**src/logic/dviPkg.sv**
```systemverilog
// TMDS link types, DVI control tokens, clock channel pattern
// and serializer ratio

package dviPkg;

    // ------------------------------
    // word types
    // ------------------------------
    typedef logic [9:0]        tmdsWordT;   // one encoded TMDS symbol
    typedef logic [7:0]        colorByteT;  // one colour component
    typedef logic [23:0]       rgbT;        // {red, green, blue}
    typedef logic [1:0]        ctrlT;       // c1:c0 sent in blanking
    typedef logic signed [4:0] disparityT;  // running dc balance count

    // ------------------------------
    // control period tokens
    // ------------------------------
    localparam tmdsWordT CTRL_TOKEN_0 = 10'b1101010100;  // c1:c0 = 00
    localparam tmdsWordT CTRL_TOKEN_1 = 10'b0010101011;  // c1:c0 = 01
    localparam tmdsWordT CTRL_TOKEN_2 = 10'b0101010100;  // c1:c0 = 10
    localparam tmdsWordT CTRL_TOKEN_3 = 10'b1010101011;  // c1:c0 = 11

    // bit 0 goes out first, so the pair shows 1111100000 on the wire
    localparam tmdsWordT CLK_WORD = 10'b00000_11111;

    // ------------------------------
    // link geometry
    // ------------------------------
    localparam int SER_RATIO   = 10;  // tmdsClk cycles per pixel
    localparam int NUM_DATA_CH = 3;   // blue, green, red

endpackage

```
**src/logic/timingPkg.sv**
```systemverilog
// video mode geometry for a tiny test raster
// horizontal and vertical ranges, sync polarity

package timingPkg;

    typedef logic [5:0] pixelPosT;  // pixel / line counter

    // ------------------------------
    // horizontal, in pixels
    // ------------------------------
    localparam pixelPosT H_ACTIVE     = 6'd16;
    localparam pixelPosT H_FRONT      = 6'd2;
    localparam pixelPosT H_SYNC       = 6'd4;
    localparam pixelPosT H_BACK       = 6'd2;
    localparam pixelPosT H_TOTAL      = H_ACTIVE + H_FRONT + H_SYNC + H_BACK;  // 24
    localparam pixelPosT H_SYNC_START = H_ACTIVE + H_FRONT;
    localparam pixelPosT H_SYNC_END   = H_SYNC_START + H_SYNC;  // exclusive

    // ------------------------------
    // vertical, in lines
    // ------------------------------
    localparam pixelPosT V_ACTIVE     = 6'd6;
    localparam pixelPosT V_FRONT      = 6'd1;
    localparam pixelPosT V_SYNC       = 6'd2;
    localparam pixelPosT V_BACK       = 6'd1;
    localparam pixelPosT V_TOTAL      = V_ACTIVE + V_FRONT + V_SYNC + V_BACK;  // 10
    localparam pixelPosT V_SYNC_START = V_ACTIVE + V_FRONT;
    localparam pixelPosT V_SYNC_END   = V_SYNC_START + V_SYNC;

    localparam logic SYNC_ACTIVE = 1'b1;  // active high syncs

endpackage

```
**src/logic/videoIf.sv**
```systemverilog
// video stream between timing generator and TMDS block

interface videoIf;

    logic             pixelStb;  // one cycle, closes each pixel period
    logic             de;        // active video
    logic             hsync;
    logic             vsync;
    dviPkg::rgbT      rgb;       // pixel for the current position

    // timing side, rgb comes from the top level
    modport source (
        output pixelStb,
        output de,
        output hsync,
        output vsync
    );

    // encoder side
    modport sink (
        input pixelStb,
        input de,
        input hsync,
        input vsync,
        input rgb
    );

endinterface

```
**src/logic/videoTiming.sv**
```systemverilog
// pixel strobe generator and raster counters
// decodes de, syncs and the requested pixel position

module videoTiming (
    input  logic                tmdsClk,
    input  logic                rstN,
    videoIf.source              vid,
    output timingPkg::pixelPosT pixelX,
    output timingPkg::pixelPosT pixelY
);

    logic [3:0]          phase;     // position inside one pixel period
    logic                stb;
    timingPkg::pixelPosT hCount;
    timingPkg::pixelPosT vCount;
    logic                hActive;
    logic                vActive;
    logic                hSyncOn;
    logic                vSyncOn;

    // ------------------------------
    // pixel phase and strobe
    // ------------------------------
    always_ff @(posedge tmdsClk or negedge rstN) begin
        if (!rstN) begin
            phase <= '0;
            stb   <= 1'b0;
        end else begin
            if (phase == 4'(dviPkg::SER_RATIO - 1)) begin
                phase <= '0;                    // wrap after phase 9
            end else begin
                phase <= phase + 4'd1;
            end
            stb <= (phase == 4'(dviPkg::SER_RATIO - 2));  // high during phase 9
        end
    end

    // ------------------------------
    // raster counters
    // ------------------------------
    always_ff @(posedge tmdsClk or negedge rstN) begin
        if (!rstN) begin
            hCount <= '0;
            vCount <= '0;
        end else if (stb) begin               // advance once per pixel
            if (hCount == timingPkg::H_TOTAL - 6'd1) begin
                hCount <= '0;
                if (vCount == timingPkg::V_TOTAL - 6'd1) begin
                    vCount <= '0;             // new frame
                end else begin
                    vCount <= vCount + 6'd1;
                end
            end else begin
                hCount <= hCount + 6'd1;
            end
        end
    end

    // decodes follow the counters, so all change at the strobe edge
    assign hActive = (hCount < timingPkg::H_ACTIVE);
    assign vActive = (vCount < timingPkg::V_ACTIVE);
    assign hSyncOn = (hCount >= timingPkg::H_SYNC_START) && (hCount < timingPkg::H_SYNC_END);
    assign vSyncOn = (vCount >= timingPkg::V_SYNC_START) && (vCount < timingPkg::V_SYNC_END);

    assign vid.pixelStb = stb;
    assign vid.de       = hActive && vActive;
    assign vid.hsync    = hSyncOn ? timingPkg::SYNC_ACTIVE : ~timingPkg::SYNC_ACTIVE;
    assign vid.vsync    = vSyncOn ? timingPkg::SYNC_ACTIVE : ~timingPkg::SYNC_ACTIVE;

    assign pixelX = (hActive && vActive) ? hCount : '0;  // zero in blanking
    assign pixelY = (hActive && vActive) ? vCount : '0;

    // ------------------------------
    // checks
    // ------------------------------
    deNoSync: assert property (@(posedge tmdsClk) disable iff (!rstN)
        vid.de |-> (vid.hsync != timingPkg::SYNC_ACTIVE) &&
                   (vid.vsync != timingPkg::SYNC_ACTIVE))
        else $error("de overlaps a sync pulse");

    stbPeriod: assert property (@(posedge tmdsClk) disable iff (!rstN)
        stb |=> (!stb) [* dviPkg::SER_RATIO - 1] ##1 stb)
        else $error("pixel strobe not one cycle in ten");

endmodule

```
**src/logic/tmdsEncoder.sv**
```systemverilog
// DVI TMDS channel encoder, 8b10b with running disparity
// and control tokens during blanking

module tmdsEncoder (
    input  logic              tmdsClk,
    input  logic              rstN,
    input  logic              pixelStb,
    input  logic              de,
    input  dviPkg::colorByteT data,
    input  dviPkg::ctrlT      ctrl,
    output dviPkg::tmdsWordT  word
);

    logic [3:0]        onesData;    // ones in the input byte
    logic [3:0]        onesQm;      // ones in the minimized byte
    logic              useXnor;
    logic [8:0]        qm;          // transition minimized, bit 8 = xor used
    dviPkg::disparityT disparity;
    dviPkg::disparityT qmBal;       // ones minus zeros of qm[7:0]
    dviPkg::disparityT dispNext;
    dviPkg::tmdsWordT  dataWord;
    dviPkg::tmdsWordT  ctrlWord;

    function automatic logic [3:0] countOnes(input logic [7:0] v);
        logic [3:0] n;
        n = '0;
        for (int i = 0; i < 8; i++) begin
            n = n + {3'b000, v[i]};
        end
        return n;
    endfunction

    // ------------------------------
    // stage 1, minimize transitions
    // ------------------------------
    assign onesData = countOnes(data);
    assign useXnor  = (onesData > 4'd4) || ((onesData == 4'd4) && !data[0]);

    always_comb begin
        qm[0] = data[0];
        for (int i = 1; i < 8; i++) begin
            qm[i] = qm[i-1] ^ data[i] ^ useXnor;  // xnor is xor with 1
        end
        qm[8] = ~useXnor;
    end

    assign onesQm = countOnes(qm[7:0]);
    assign qmBal  = dviPkg::disparityT'({onesQm, 1'b0} - 5'd8);  // 2*ones - 8

    // ------------------------------
    // stage 2, dc balance
    // ------------------------------
    always_comb begin
        if ((disparity == 0) || (qmBal == 0)) begin
            dataWord = {~qm[8], qm[8], qm[8] ? qm[7:0] : ~qm[7:0]};
            dispNext = qm[8] ? disparity + qmBal : disparity - qmBal;
        end else if (((disparity > 0) && (qmBal > 0)) ||
                     ((disparity < 0) && (qmBal < 0))) begin
            dataWord = {1'b1, qm[8], ~qm[7:0]};  // invert to pull back
            dispNext = disparity - qmBal + (qm[8] ? 5'sd2 : 5'sd0);
        end else begin
            dataWord = {1'b0, qm[8], qm[7:0]};
            dispNext = disparity + qmBal - (qm[8] ? 5'sd0 : 5'sd2);
        end
    end

    always_comb begin
        unique case (ctrl)
            2'b00:   ctrlWord = dviPkg::CTRL_TOKEN_0;
            2'b01:   ctrlWord = dviPkg::CTRL_TOKEN_1;
            2'b10:   ctrlWord = dviPkg::CTRL_TOKEN_2;
            default: ctrlWord = dviPkg::CTRL_TOKEN_3;
        endcase
    end

    // one word per pixel period
    always_ff @(posedge tmdsClk or negedge rstN) begin
        if (!rstN) begin
            word      <= dviPkg::CTRL_TOKEN_0;
            disparity <= '0;
        end else if (pixelStb) begin
            if (de) begin
                word      <= dataWord;
                disparity <= dispNext;
            end else begin
                word      <= ctrlWord;
                disparity <= '0;              // blanking restarts the balance
            end
        end
    end

    dispBound: assert property (@(posedge tmdsClk) disable iff (!rstN)
        (disparity >= -5'sd10) && (disparity <= 5'sd10))
        else $error("running disparity out of range: %0d", disparity);

endmodule

```
**src/logic/tmdsSerializer.sv**
```systemverilog
// 10 to 1 TMDS serializer shifting LSB first
// drives one complementary output pair

module tmdsSerializer (
    input  logic             tmdsClk,
    input  logic             rstN,
    input  logic             pixelStb,
    input  dviPkg::tmdsWordT word,
    output logic             pos,
    output logic             neg
);

    logic [8:0] shiftReg;  // bits still to go, next one at bit 0
    logic       nextBit;

    // on load the first bit bypasses the shift register
    assign nextBit = pixelStb ? word[0] : shiftReg[0];

    always_ff @(posedge tmdsClk or negedge rstN) begin
        if (!rstN) begin
            shiftReg <= '0;
        end else if (pixelStb) begin
            shiftReg <= word[9:1];              // bit 0 leaves right away
        end else begin
            shiftReg <= {1'b0, shiftReg[8:1]};  // shift right
        end
    end

    // ------------------------------
    // registered output pair
    // ------------------------------
    always_ff @(posedge tmdsClk or negedge rstN) begin
        if (!rstN) begin
            pos <= 1'b0;
            neg <= 1'b1;
        end else begin
            pos <= nextBit;
            neg <= ~nextBit;
        end
    end

    // all nine held bits gone before the next word comes in
    loadAfterDrain: assert property (@(posedge tmdsClk) disable iff (!rstN)
        pixelStb |-> (shiftReg == '0))
        else $error("word loaded before the previous one was sent");

endmodule

```
**src/logic/tgbWrapper.sv**
```systemverilog
// TMDS generate block: three channel encoders, three data serializers
// and the clock channel serializer

module tgbWrapper (
    input  logic                             tmdsClk,
    input  logic                             rstN,
    videoIf.sink                             vid,
    output logic [dviPkg::NUM_DATA_CH-1:0]   hdmiDataPos,
    output logic [dviPkg::NUM_DATA_CH-1:0]   hdmiDataNeg,
    output logic                             hdmiClkPos,
    output logic                             hdmiClkNeg
);

    dviPkg::colorByteT chData [dviPkg::NUM_DATA_CH];  // byte per channel
    dviPkg::ctrlT      chCtrl [dviPkg::NUM_DATA_CH];  // control bits per channel
    dviPkg::tmdsWordT  chWord [dviPkg::NUM_DATA_CH];  // encoded symbols

    // ------------------------------
    // channel mapping
    // ------------------------------
    assign chData[0] = vid.rgb[7:0];          // ch0 blue
    assign chData[1] = vid.rgb[15:8];         // ch1 green
    assign chData[2] = vid.rgb[23:16];        // ch2 red
    assign chCtrl[0] = {vid.vsync, vid.hsync};  // syncs ride on blue
    assign chCtrl[1] = 2'b00;
    assign chCtrl[2] = 2'b00;

    // ------------------------------
    // encode and serialize
    // ------------------------------
    for (genvar ch = 0; ch < dviPkg::NUM_DATA_CH; ch++) begin : channel
        tmdsEncoder encoder (
            .tmdsClk  (tmdsClk),
            .rstN     (rstN),
            .pixelStb (vid.pixelStb),
            .de       (vid.de),
            .data     (chData[ch]),
            .ctrl     (chCtrl[ch]),
            .word     (chWord[ch])
        );

        tmdsSerializer serializer (
            .tmdsClk  (tmdsClk),
            .rstN     (rstN),
            .pixelStb (vid.pixelStb),
            .word     (chWord[ch]),
            .pos      (hdmiDataPos[ch]),
            .neg      (hdmiDataNeg[ch])
        );
    end

    // clock pair, one fixed pattern per pixel, aligned to the data symbols
    tmdsSerializer clkSerializer (
        .tmdsClk  (tmdsClk),
        .rstN     (rstN),
        .pixelStb (vid.pixelStb),
        .word     (dviPkg::CLK_WORD),
        .pos      (hdmiClkPos),
        .neg      (hdmiClkNeg)
    );

endmodule

```
**src/logic/dviTop.sv**
```systemverilog
// DVI transmitter top: timing generator, video stream, TMDS block

module dviTop (
    input  logic                           tmdsClk,
    input  logic                           rstN,
    input  dviPkg::rgbT                    rgb,          // pixel for pixelX/pixelY
    output timingPkg::pixelPosT            pixelX,
    output timingPkg::pixelPosT            pixelY,
    output logic                           pixelStb,     // ends each pixel period
    output logic [dviPkg::NUM_DATA_CH-1:0] hdmiDataPos,
    output logic [dviPkg::NUM_DATA_CH-1:0] hdmiDataNeg,
    output logic                           hdmiClkPos,
    output logic                           hdmiClkNeg
);

    videoIf vid ();

    assign vid.rgb  = rgb;            // external source, no handshake
    assign pixelStb = vid.pixelStb;

    // ------------------------------
    // raster and strobe
    // ------------------------------
    videoTiming timingGen (
        .tmdsClk (tmdsClk),
        .rstN    (rstN),
        .vid     (vid.source),
        .pixelX  (pixelX),
        .pixelY  (pixelY)
    );

    // ------------------------------
    // encode and drive the link
    // ------------------------------
    tgbWrapper tgb (
        .tmdsClk     (tmdsClk),
        .rstN        (rstN),
        .vid         (vid.sink),
        .hdmiDataPos (hdmiDataPos),
        .hdmiDataNeg (hdmiDataNeg),
        .hdmiClkPos  (hdmiClkPos),
        .hdmiClkNeg  (hdmiClkNeg)
    );

endmodule

```
**config.mk**
```make
export PLATFORM = sky130hd
export DESIGN_NAME = dviTop
export DESIGN_NICKNAME = d
export VERILOG_FILES = /design/src/logic/dviPkg.sv /design/src/logic/timingPkg.sv /design/src/logic/videoIf.sv /design/src/logic/videoTiming.sv /design/src/logic/tmdsEncoder.sv /design/src/logic/tmdsSerializer.sv /design/src/logic/tgbWrapper.sv /design/src/logic/dviTop.sv
export SDC_FILE = /design/constraint.sdc
export NUM_CORES = 1
export LEC_CHECK = 0
export BUFFER_PORTS_ARGS = -buffer_cell sky130_fd_sc_hd__buf_4
export CORE_MARGIN = 2
export CORE_UTILIZATION = 55
export CTS_CLUSTER_SIZE = 14
export DETAILED_ROUTE_END_ITERATION = 16
export PLACE_DENSITY_LB_ADDON = 0.2
export SYNTH_ARGS = -nofsm -noshare
export SYNTH_HDL_FRONTEND = slang
export SYNTH_HIERARCHICAL = 1
export SYNTH_SLANG_ARGS = --single-unit
```
**constraint.sdc**
```tcl
create_clock -name tmdsClk -period 3.32 [get_ports tmdsClk]
set_input_delay 0 -clock tmdsClk [delete_from_list [all_inputs] [get_ports tmdsClk]]
set_output_delay 0 -clock tmdsClk [all_outputs]
set_load 0.01 [all_outputs]
```
Word-level counts from Yosys, hierarchy flattened
Index checks and enable logic that the tools add are counted.
{"block": "classes", "add_sub_neg": 60, "mul": 0, "div": 0, "magnitude_cmp": 21, "eq_ne": 9, "shift": 0, "n_mux": 46, "bitwise_logic": 52, "reduce_logical": 32}
{"cell": "$logic_not A32 Y1", "count": 6}
{"cell": "$add A4 B1 Y4", "count": 24}
{"cell": "$mux W10", "count": 9}
{"cell": "$mux W5", "count": 12}
{"cell": "$xor A1 B1 Y1", "count": 42}
{"cell": "$gt A5 B1 Y1 const B", "count": 6}
{"cell": "$lt A5 B1 Y1 const B", "count": 6}
{"cell": "$pmux W10 S3", "count": 1}
{"cell": "$mux W9", "count": 3}
{"cell": "$add A3 B1 Y4", "count": 6}
{"cell": "$mux W6", "count": 4}
{"cell": "$mux W8", "count": 3}
{"cell": "$not A8 Y8", "count": 3}
{"cell": "$add A2 B1 Y3", "count": 6}
{"cell": "$add A5 B3 Y5", "count": 3}
{"cell": "$add A5 B5 Y5", "count": 3}
{"cell": "$sub A5 B3 Y5", "count": 3}
{"cell": "$sub A5 B4 Y5 const B", "count": 3}
{"cell": "$sub A5 B5 Y5", "count": 3}
{"cell": "$add A1 B1 Y2", "count": 6}
{"cell": "$add A6 B1 Y6 const B", "count": 2}
{"cell": "$eq A4 B3 Y1 const B", "count": 3}
{"cell": "$gt A4 B3 Y1 const B", "count": 3}
{"cell": "$logic_and A1 B1 Y1", "count": 12}
{"cell": "19 further kinds", "count": 48}
{"block": "totals", "reg_bits": 101, "latchBits": 0, "mem_bits_rw": 0, "mem_bits_ro": 0, "inputBits": 26, "memories": 0}

Depth between registers and ports, before layout
Gate-level depths: netlist of run 1.
{"block": "logic_depth", "depth_word": 31, "depth_mapped": 26}

Modules after synthesis
Netlist of run 1, hierarchy kept.
{"mod": "tmdsEncoder (tgb.channel[0].encoder)", "instances": 1, "cells_per_inst": 203, "area_each_um2": 1861.8, "seq_area_each_um2": 356.6}
{"mod": "tmdsEncoder (tgb.channel[1].encoder)", "instances": 1, "cells_per_inst": 192, "area_each_um2": 1836.8, "seq_area_each_um2": 356.6}
{"mod": "tmdsSerializer", "instances": 4, "cells_per_inst": 23, "area_each_um2": 436.7, "seq_area_each_um2": 276.5}
{"mod": "tmdsEncoder (tgb.channel[2].encoder)", "instances": 1, "cells_per_inst": 181, "area_each_um2": 1705.4, "seq_area_each_um2": 356.6}
{"mod": "videoTiming", "instances": 1, "cells_per_inst": 98, "area_each_um2": 968.4, "seq_area_each_um2": 425.4}
{"mod": "tgbWrapper", "instances": 1, "cells_per_inst": 2, "area_each_um2": 7.5, "seq_area_each_um2": 0.0}

Worst setup path before layout of run 1
Ideal clock, no wire load.
{"block": "synth_timing", "kind": "input to register", "from": "input port rgb[19]", "to": "register tgb.channel[2].encoder.word[2]", "arrival_time_ns": 6.351, "slack_ns": -3.091, "path_stages": 24, "path_buffers": 2, "path_cell_list": "fa_1 -> inv_1 -> fa_1 -> inv_1 -> ha_1 -> fa_1 -> or3b_1 -> a22oi_2 -> buf_2 -> xor2_1 -> fa_1 -> fa_1 -> fa_1 -> ha_1 -> a21oi_1 -> xnor2_1 -> ha_1 -> or3b_1 -> o21ai_0 -> a21oi_1 -> clkbuf_1 -> or3_1 -> a31oi_1 -> a21o_1"}
{"block": "synth_between", "elab_chain_cells": 29, "word_cells_on_any_way": 42}
{"element": "start, declared", "line_no": "dviTop.sv:6", "text": "input dviPkg::rgbT rgb,"}
{"element": "branches (longest 27 deep; another with $add A3 B1 Y4)"}
{"element": "$mux W10 *", "line_no": "tmdsEncoder.sv:54", "text": "if ((disparity == 0) || (qmBal == 0)) begin"}
{"element": "$mux W10 *", "line_no": "tmdsEncoder.sv:82", "text": "if (de) begin"}
{"element": "end signal, assigned", "line_no": "tmdsEncoder.sv:79", "text": "word <= dviPkg::CTRL_TOKEN_0;"}
{"element": "end signal, assigned", "line_no": "tmdsEncoder.sv:83", "text": "word <= dataWord;"}
{"element": "end signal, assigned", "line_no": "tmdsEncoder.sv:86", "text": "word <= ctrlWord;"}
{"element": "end, declared", "line_no": "tmdsEncoder.sv:11", "text": "output dviPkg::tmdsWordT word"}
Every way passes the cells marked *.
A chain may end at the register's enable or synchronous reset.

Worst setup path after layout of run 1
{"block": "layout_timing", "from": "input port rgb[22]", "to": "register tgb.channel[2].encoder.word[7]"}
{"block": "layout_between", "elab_chain_cells": 26, "word_cells_on_any_way": 39}
{"element": "branches (longest 24 deep; another with $add A4 B1 Y4)"}
{"element": "$mux W10 *", "line_no": "tmdsEncoder.sv:54"}
{"element": "$mux W10 *", "line_no": "tmdsEncoder.sv:82"}
Marks and branches as above.

==> results of run 1 <==
==> sequential cells by signal (all words and copies together) (netlist names) <==
signal                           cells
tgb/clkSerializer/neg                1
tgb/channel.serializer/shiftReg     27
timingGen/vid.pixelStb               1
timingGen/vCount                     6
tgb/clkSerializer/pos                1
timingGen/hCount                     6
tgb/channel.serializer/pos           3
timingGen/phase                      4
tgb/channel.encoder/disparity       12
tgb/channel.encoder/word            30
tgb/clkSerializer/shiftReg           9
tgb/channel.serializer/neg           3
==> kinds of logic after synthesis <==
group	count (synthesis)	synth area share
AO/OA/AOI/OAI	174	0.143
multiplexers	51	0.0842
flip-flops	103	0.320
AND/OR/NAND/NOR	154	0.0984
buffers and inverters	93	0.0517
other	3	0.00139
adder cells (fa/ha/maj)	100	0.179
XOR/XNOR	90	0.123
==> repair_timing <==
| item | 4_1_cts | 5_1_grt |
|---|---|---|
| hold endpoints to repair | 57 | 0 |
| endpoints found under the setup margin | 39 | 39 |
| pin swaps | 62 | 29 |
| hold buffers | 1 | 0 |
| setup buffers | 13 | 14 |
| gates resized for setup | 70 | 36 |
==> layout by cell type (no fill, tap or decap), types with 7 or more instances in the layout <==
cell type,count
a21o_1,9
a21oi_1,32
a21oi_4,7
and2_1,8
buf_4,163
buf_6,18
clkbuf_16,9
conb_1,28
dfrtp_1,83
dfstp_2,19
fa_1,22
ha_1,54
ha_4,14
inv_1,58
mux2_2,7
mux2_4,35
mux2i_1,7
nand2_1,36
nand3_1,14
nor2_1,27
nor3_1,7
o21ai_0,18
o21ai_1,17
xnor2_1,29
xnor2_2,16
xor2_1,25
==> metal layers <==
metal  wire length [microns]  up-vias
met5                       0        -
met1                    7780     3181
met4                     339        0
met2                    9990      130
met3                     496       35
li1                        -     3023
==> cells in the mapped netlist, drive strengths merged, types with 9 or more instances <==
| library cell | instances |
|---|---|
| clkbuf | 12 |
| and2 | 12 |
| nor2 | 34 |
| dfrtp | 84 |
| nand3 | 15 |
| xor2 | 33 |
| ha | 73 |
| mux2 | 43 |
| nand2 | 39 |
| a21oi | 44 |
| o21ai | 44 |
| inv | 66 |
| fa | 27 |
| a21o | 9 |
| buf | 15 |
| dfstp | 19 |
| nor3 | 12 |
| xnor2 | 49 |
==> layout make-up <==
type / count / share of cell area
flip-flops and latches: 103 / 0.238
well taps: 184 / 0.0211
inverters: 66 / 0.0231
clock inverters: 6 / 0.00825
repair buffers: 185 / 0.136
clock buffers: 10 / 0.0219
multi-input cells: 597 / 0.551
==> worst max-delay path, delay by kind of cell <==
family	cells	cell delay, ps
simple gates	2	810
xor+xnor	2	300
buf+inv	4	330
compound gates	7	1180
fa+ha+maj	9	3500
==> metrics by stage <==
step	area, sq um	std cells	hold slack [ps]	setup WS, ps	TNS (ps)
5_1_grt	10900	1151	157	-2760	-102530
6_report	10900	1151	149	-2630	-95520
4_1_cts	10700	1137	136	-2640	-94410
2_1_floorplan	8630	793	-296	-2910	-101390
3_3_place_gp	9870	1107	172	-2900	-105800
3_5_place_dp	9870	1107	192	-3080	-111810
==> worst paths after layout <==
path	startpoint	to	slack [ps]	cells past startpoint
hold / removal	rgb[8]	tgb/channel[1].encoder/word[0]	150	4
setup reg to reg	timingGen/vCount[1]	tgb/channel[0].encoder/word[2]	910	10
setup / recovery	rgb[22]	tgb/channel[2].encoder/word[7]	-2630	24
max in group asynchronous	rstN	tgb/channel[2].encoder/word[2]	2130	3
hold reg to reg	tgb/clkSerializer/shiftReg[0]	tgb/clkSerializer/neg	420	1
min in group asynchronous	rstN	tgb/channel[0].encoder/disparity[1]	310	2
==> impl_metrics.toml, run 1 <==
[placement]
place_congestion = 0.850
hpwlAfterDp_microns = 13300
port_buffers = 41

[die]
die_w_microns = 126
rows = 44
die_h_microns = 126
coreArea_sq_um = 14500
start_util = 0.561
ios = 47
dieArea_sq_um = 15800

[global_route]
grt_pass1_vias = 6570
grt_antenna_before_repair = 0
met2_usage = 0.428
grt_pass1_wl_microns = 30800
met1_usage = 0.293
grt_busiest_layer = "met2"
grt_max_degree = 72
grt-ovfl-total = 0
grtUsageTotal = 0.235
use_met3 = 0.0304

[critical_path]
cpMaxStageDelayCell = "fa_1"
crit_chain = "buf_8 -> fa_1 -> inv_1 -> fa_1 -> inv_1 -> ha_2 -> fa_1 -> or3b_1 -> a22oi_2 -> buf_6 -> xor2_2 -> fa_1 -> fa_1 -> fa_2 -> ha_4 -> a21oi_4 -> xnor2_2 -> ha_1 -> or3b_4 -> o21a_4 -> o31a_1 -> a21o_1 -> a21oi_2 -> o2bb2ai_1"
cp.arrival_ps = 6140
critPathKind = "in2reg"
cp_max_fo = 7
endpoint_kind = "register"
worstSetupStartpointType = "primary input"
cpMostUsedCell = "fa_1"
required_ps = 3510
max_stage_delay_ps = 520

[timing]
setup_ws_ps = -2630
tightestPinTransition_ps = 900
setup_viol = 39
period_minus_slack_ps = 5950
max_freq_mhz = 168
maxSlewHeadroom = 0.400
finalMaxSlewViolations = 0
final_hold_viol_count = 0
finalClockSkew_ps = 8.36
fin_crit_sh = 1.79
rsz0062_at_grt = "yes"

[final_layout]
layout-drive-gt1-share = 0.414
utilization = 0.754
multi_input_area_sq_um = 6020
final_nets = 1088
diodes = 0
syn_to_final_growth_pct = 34.4
seq_area_sq_um = 2610
fillers = 966

[yosys]
synth_area_leaders = "dfrtp_1, ha_1, fa_1, dfstp_2, mux2_4"
synthArstFlopShare = 1.00
syn_inst = 768
syn_avg_cell_area_sq_um = 10.6
synth_top_area_cell = "dfrtp_1"
synth_edf_count = 0
yosys_warnings = 6
ys_types = 78
yosysSeqAreaShare = 0.320
synth-main-ff-cell = "dfrtp_1"
synth_top_area_frac = 0.259
netlist_area_sq_um = 8130
ys_seq_elements = 103

[min_path]
hold_class = "in2reg"

[routing]
postRouteAntennaNets = 0
via_per_inst = 5.53
initialDrtViolationCount = 307
drt_first_pass_iters = 5
drc_errors = 0
num_vias = 6369
routed_wirelength_microns = 18600
wl_per_cell_microns = 16.2

[clock_tree]
cts_tree = "done"
clock_latency_ps = 340
cts_max_level = 3
cts.path.max_buffers = 2
numCtsBuffers = 9
clock-sinks = 103
clock-root-buffer = "clkbuf_16"
path_clk_slew_ps = 70

[outcome]
outcome = "finished with violations"
violations = "setup timing"

[job]
max_cap_violations = 0
Power of run 1 is not shown: default switching activity piles up to over one toggle a cycle in this logic, so the estimate is an artifact.
==> run 2, diff against run 1 <==
CORE_MARGIN = default   (was 2)
==> run 2 against run 1 <==
- non-clock buffer count grew 3
- flip-flop and latch count is the same
- the run still ends with setup timing left
- critical path depth grew 1
- count of clock-buffer cells in the layout grew 2
- critical path type unchanged
- die area shrank 3.2%
==> impl_metrics.toml, run 2 (synthesized netlist as in run 1, its figures left out) <==
[outcome]
outcome = "finished with violations"
violations = "setup timing"

[routing]
drt_first_pass_iters = 4
num_vias = 6247
routed_wirelength_microns = 18600
drc_errors = 0
initialDrtViolationCount = 335
postRouteAntennaNets = 0
via_per_inst = 5.41
wl_per_cell_microns = 16.1

[clock_tree]
path_clk_slew_ps = 70
cts.path.max_buffers = 2
clock_latency_ps = 350
cts_tree = "done"
clock-sinks = 103
cts_max_level = 3
numCtsBuffers = 9
clock-root-buffer = "clkbuf_16"

[timing]
finalClockSkew_ps = 6.14
setup_ws_ps = -2590
max_freq_mhz = 169
period_minus_slack_ps = 5910
fin_crit_sh = 1.78
maxSlewHeadroom = 0.365
setup_viol = 39
tightestPinTransition_ps = 952
finalMaxSlewViolations = 0
rsz0062_at_grt = "yes"
final_hold_viol_count = 0

[final_layout]
layout-drive-gt1-share = 0.424
final_cell_mix = "buf_4, dfrtp_1, inv_1, ha_1, nand2_1"
top_register = "tgb/channel.encoder/word"
reg.largest.list = "tgb/channel.encoder/word: 30 flops, tgb/channel.serializer/shiftReg: 27 flops, tgb/channel.encoder/disparity: 12 flops"
final_nets = 1091
syn_to_final_growth_pct = 34.8
diodes = 0
final_common_cell = "buf_4"
fillers = 955
largest_reg_flops = 30
fin_area_sq_um = 11000
utilization = 0.757

[job]
max_cap_violations = 0

[global_route]
grt_pass1_wl_microns = 30800
grt_max_degree = 77
grt_pass1_vias = 6407
use_met3 = 0.0378
grtUsageTotal = 0.257
grt-ovfl-total = 0
grt_busiest_layer = "met2"
met1_usage = 0.326
met2_usage = 0.460
grt_antenna_before_repair = 0

[critical_path]
r2r_setup_slack_ps = 950
critPathKind = "in2reg"
required_ps = 3610
r2r_end = "tgb/channel[0].encoder/word[2]"
worstReg2RegStart = "timingGen/hCount[3]"
cp_max_fo = 7
endpoint_kind = "register"
rr_worst_depth = 8
cp.arrival_ps = 6200
worstSetupStartpointType = "primary input"

[placement]
port_buffers = 41
hpwlAfterDp_microns = 13500
placed_area_sq_um = 9900
place_congestion = 0.852

[min_path]
min_to = "tgb/channel[1].encoder/word[0]"
min-delay-start = "rgb[8]"
holdPathStages = 4
hold_class = "in2reg"

[die]
die_h_microns = 124
rows = 44
die_w_microns = 124
dieArea_sq_um = 15300
start_util = 0.561
coreArea_sq_um = 14500
ios = 47
-- run 2: area by class of cell --
type	count	area [sq um]	share of cell area
Timing Repair Buffer	188	1520	0.139
Sequential cell	103	2610	0.238
Multi-Input combinational cell	597	6030	0.551
Clock buffer	12	236	0.0216
Inverter	66	253	0.0231
Clock inverter	4	77.6	0.00708
Tap cell	184	230	0.0210
-- run 2: layer usage --
| layer | part of all wire | vias up |
|---|---|---|
| met1 | 0.43 | 3088 |
| met2 | 0.53 | 103 |
| li1 | - | 3037 |
| met4 | 0.012 | 0 |
| met3 | 0.024 | 19 |
| met5 | 0 | - |
-- run 2: worst max-delay path by stage --
stage | startpoint | end | slack, ps | cells after the start
floorplan | rgb[19] | tgb/channel[2].encoder/word[2] | -2910 | 24
global placement | rgb[3] | tgb/channel[0].encoder/word[7] | -2950 | 25
detailed placement | rgb[19] | tgb/channel[2].encoder/word[0] | -3090 | 24
CTS | rgb[2] | tgb/channel[0].encoder/word[7] | -2630 | 25
global route | rgb[22] | tgb/channel[2].encoder/word[0] | -2800 | 24
finish | rgb[22] | tgb/channel[2].encoder/word[2] | -2590 | 25
-- run 2: through the flow --
stage	hold WS (ps)	setup WS, ps	TNS [ps]	instances
3_3_place_gp	189	-2950	-106820	1112
2_1_floorplan	-296	-2910	-101390	793
6_report	156	-2590	-93450	1154
3_5_place_dp	203	-3090	-112370	1112
4_1_cts	131	-2630	-95330	1143
5_1_grt	195	-2800	-101460	1154
-- run 2: repair_timing --
action	4_1_cts	5_1_grt
pin swaps	83	45
resized for setup	72	47
hold buffers	1	0
endpoints found under the setup margin	39	39
hold endpoints to repair	64	0
buffers inserted	14	13
-- run 2: worst max-delay path: stages --
cell and delay, ps:
buf_6 100, fa_1 540, inv_2 40, fa_1 490
inv_1 40, ha_2 170, fa_1 430, or3b_1 370
a22oi_2 140, buf_6 150, xor2_2 160, fa_1 430
fa_1 550, fa_2 490, ha_4 190, a21oi_4 140
xnor2_2 140, ha_1 260, or3b_4 400, o21a_4 250
nor2b_4 130, buf_12 130, o21ai_0 90, a31oi_1 250
a21o_1 120
Power of run 2 is left out for the same reason.
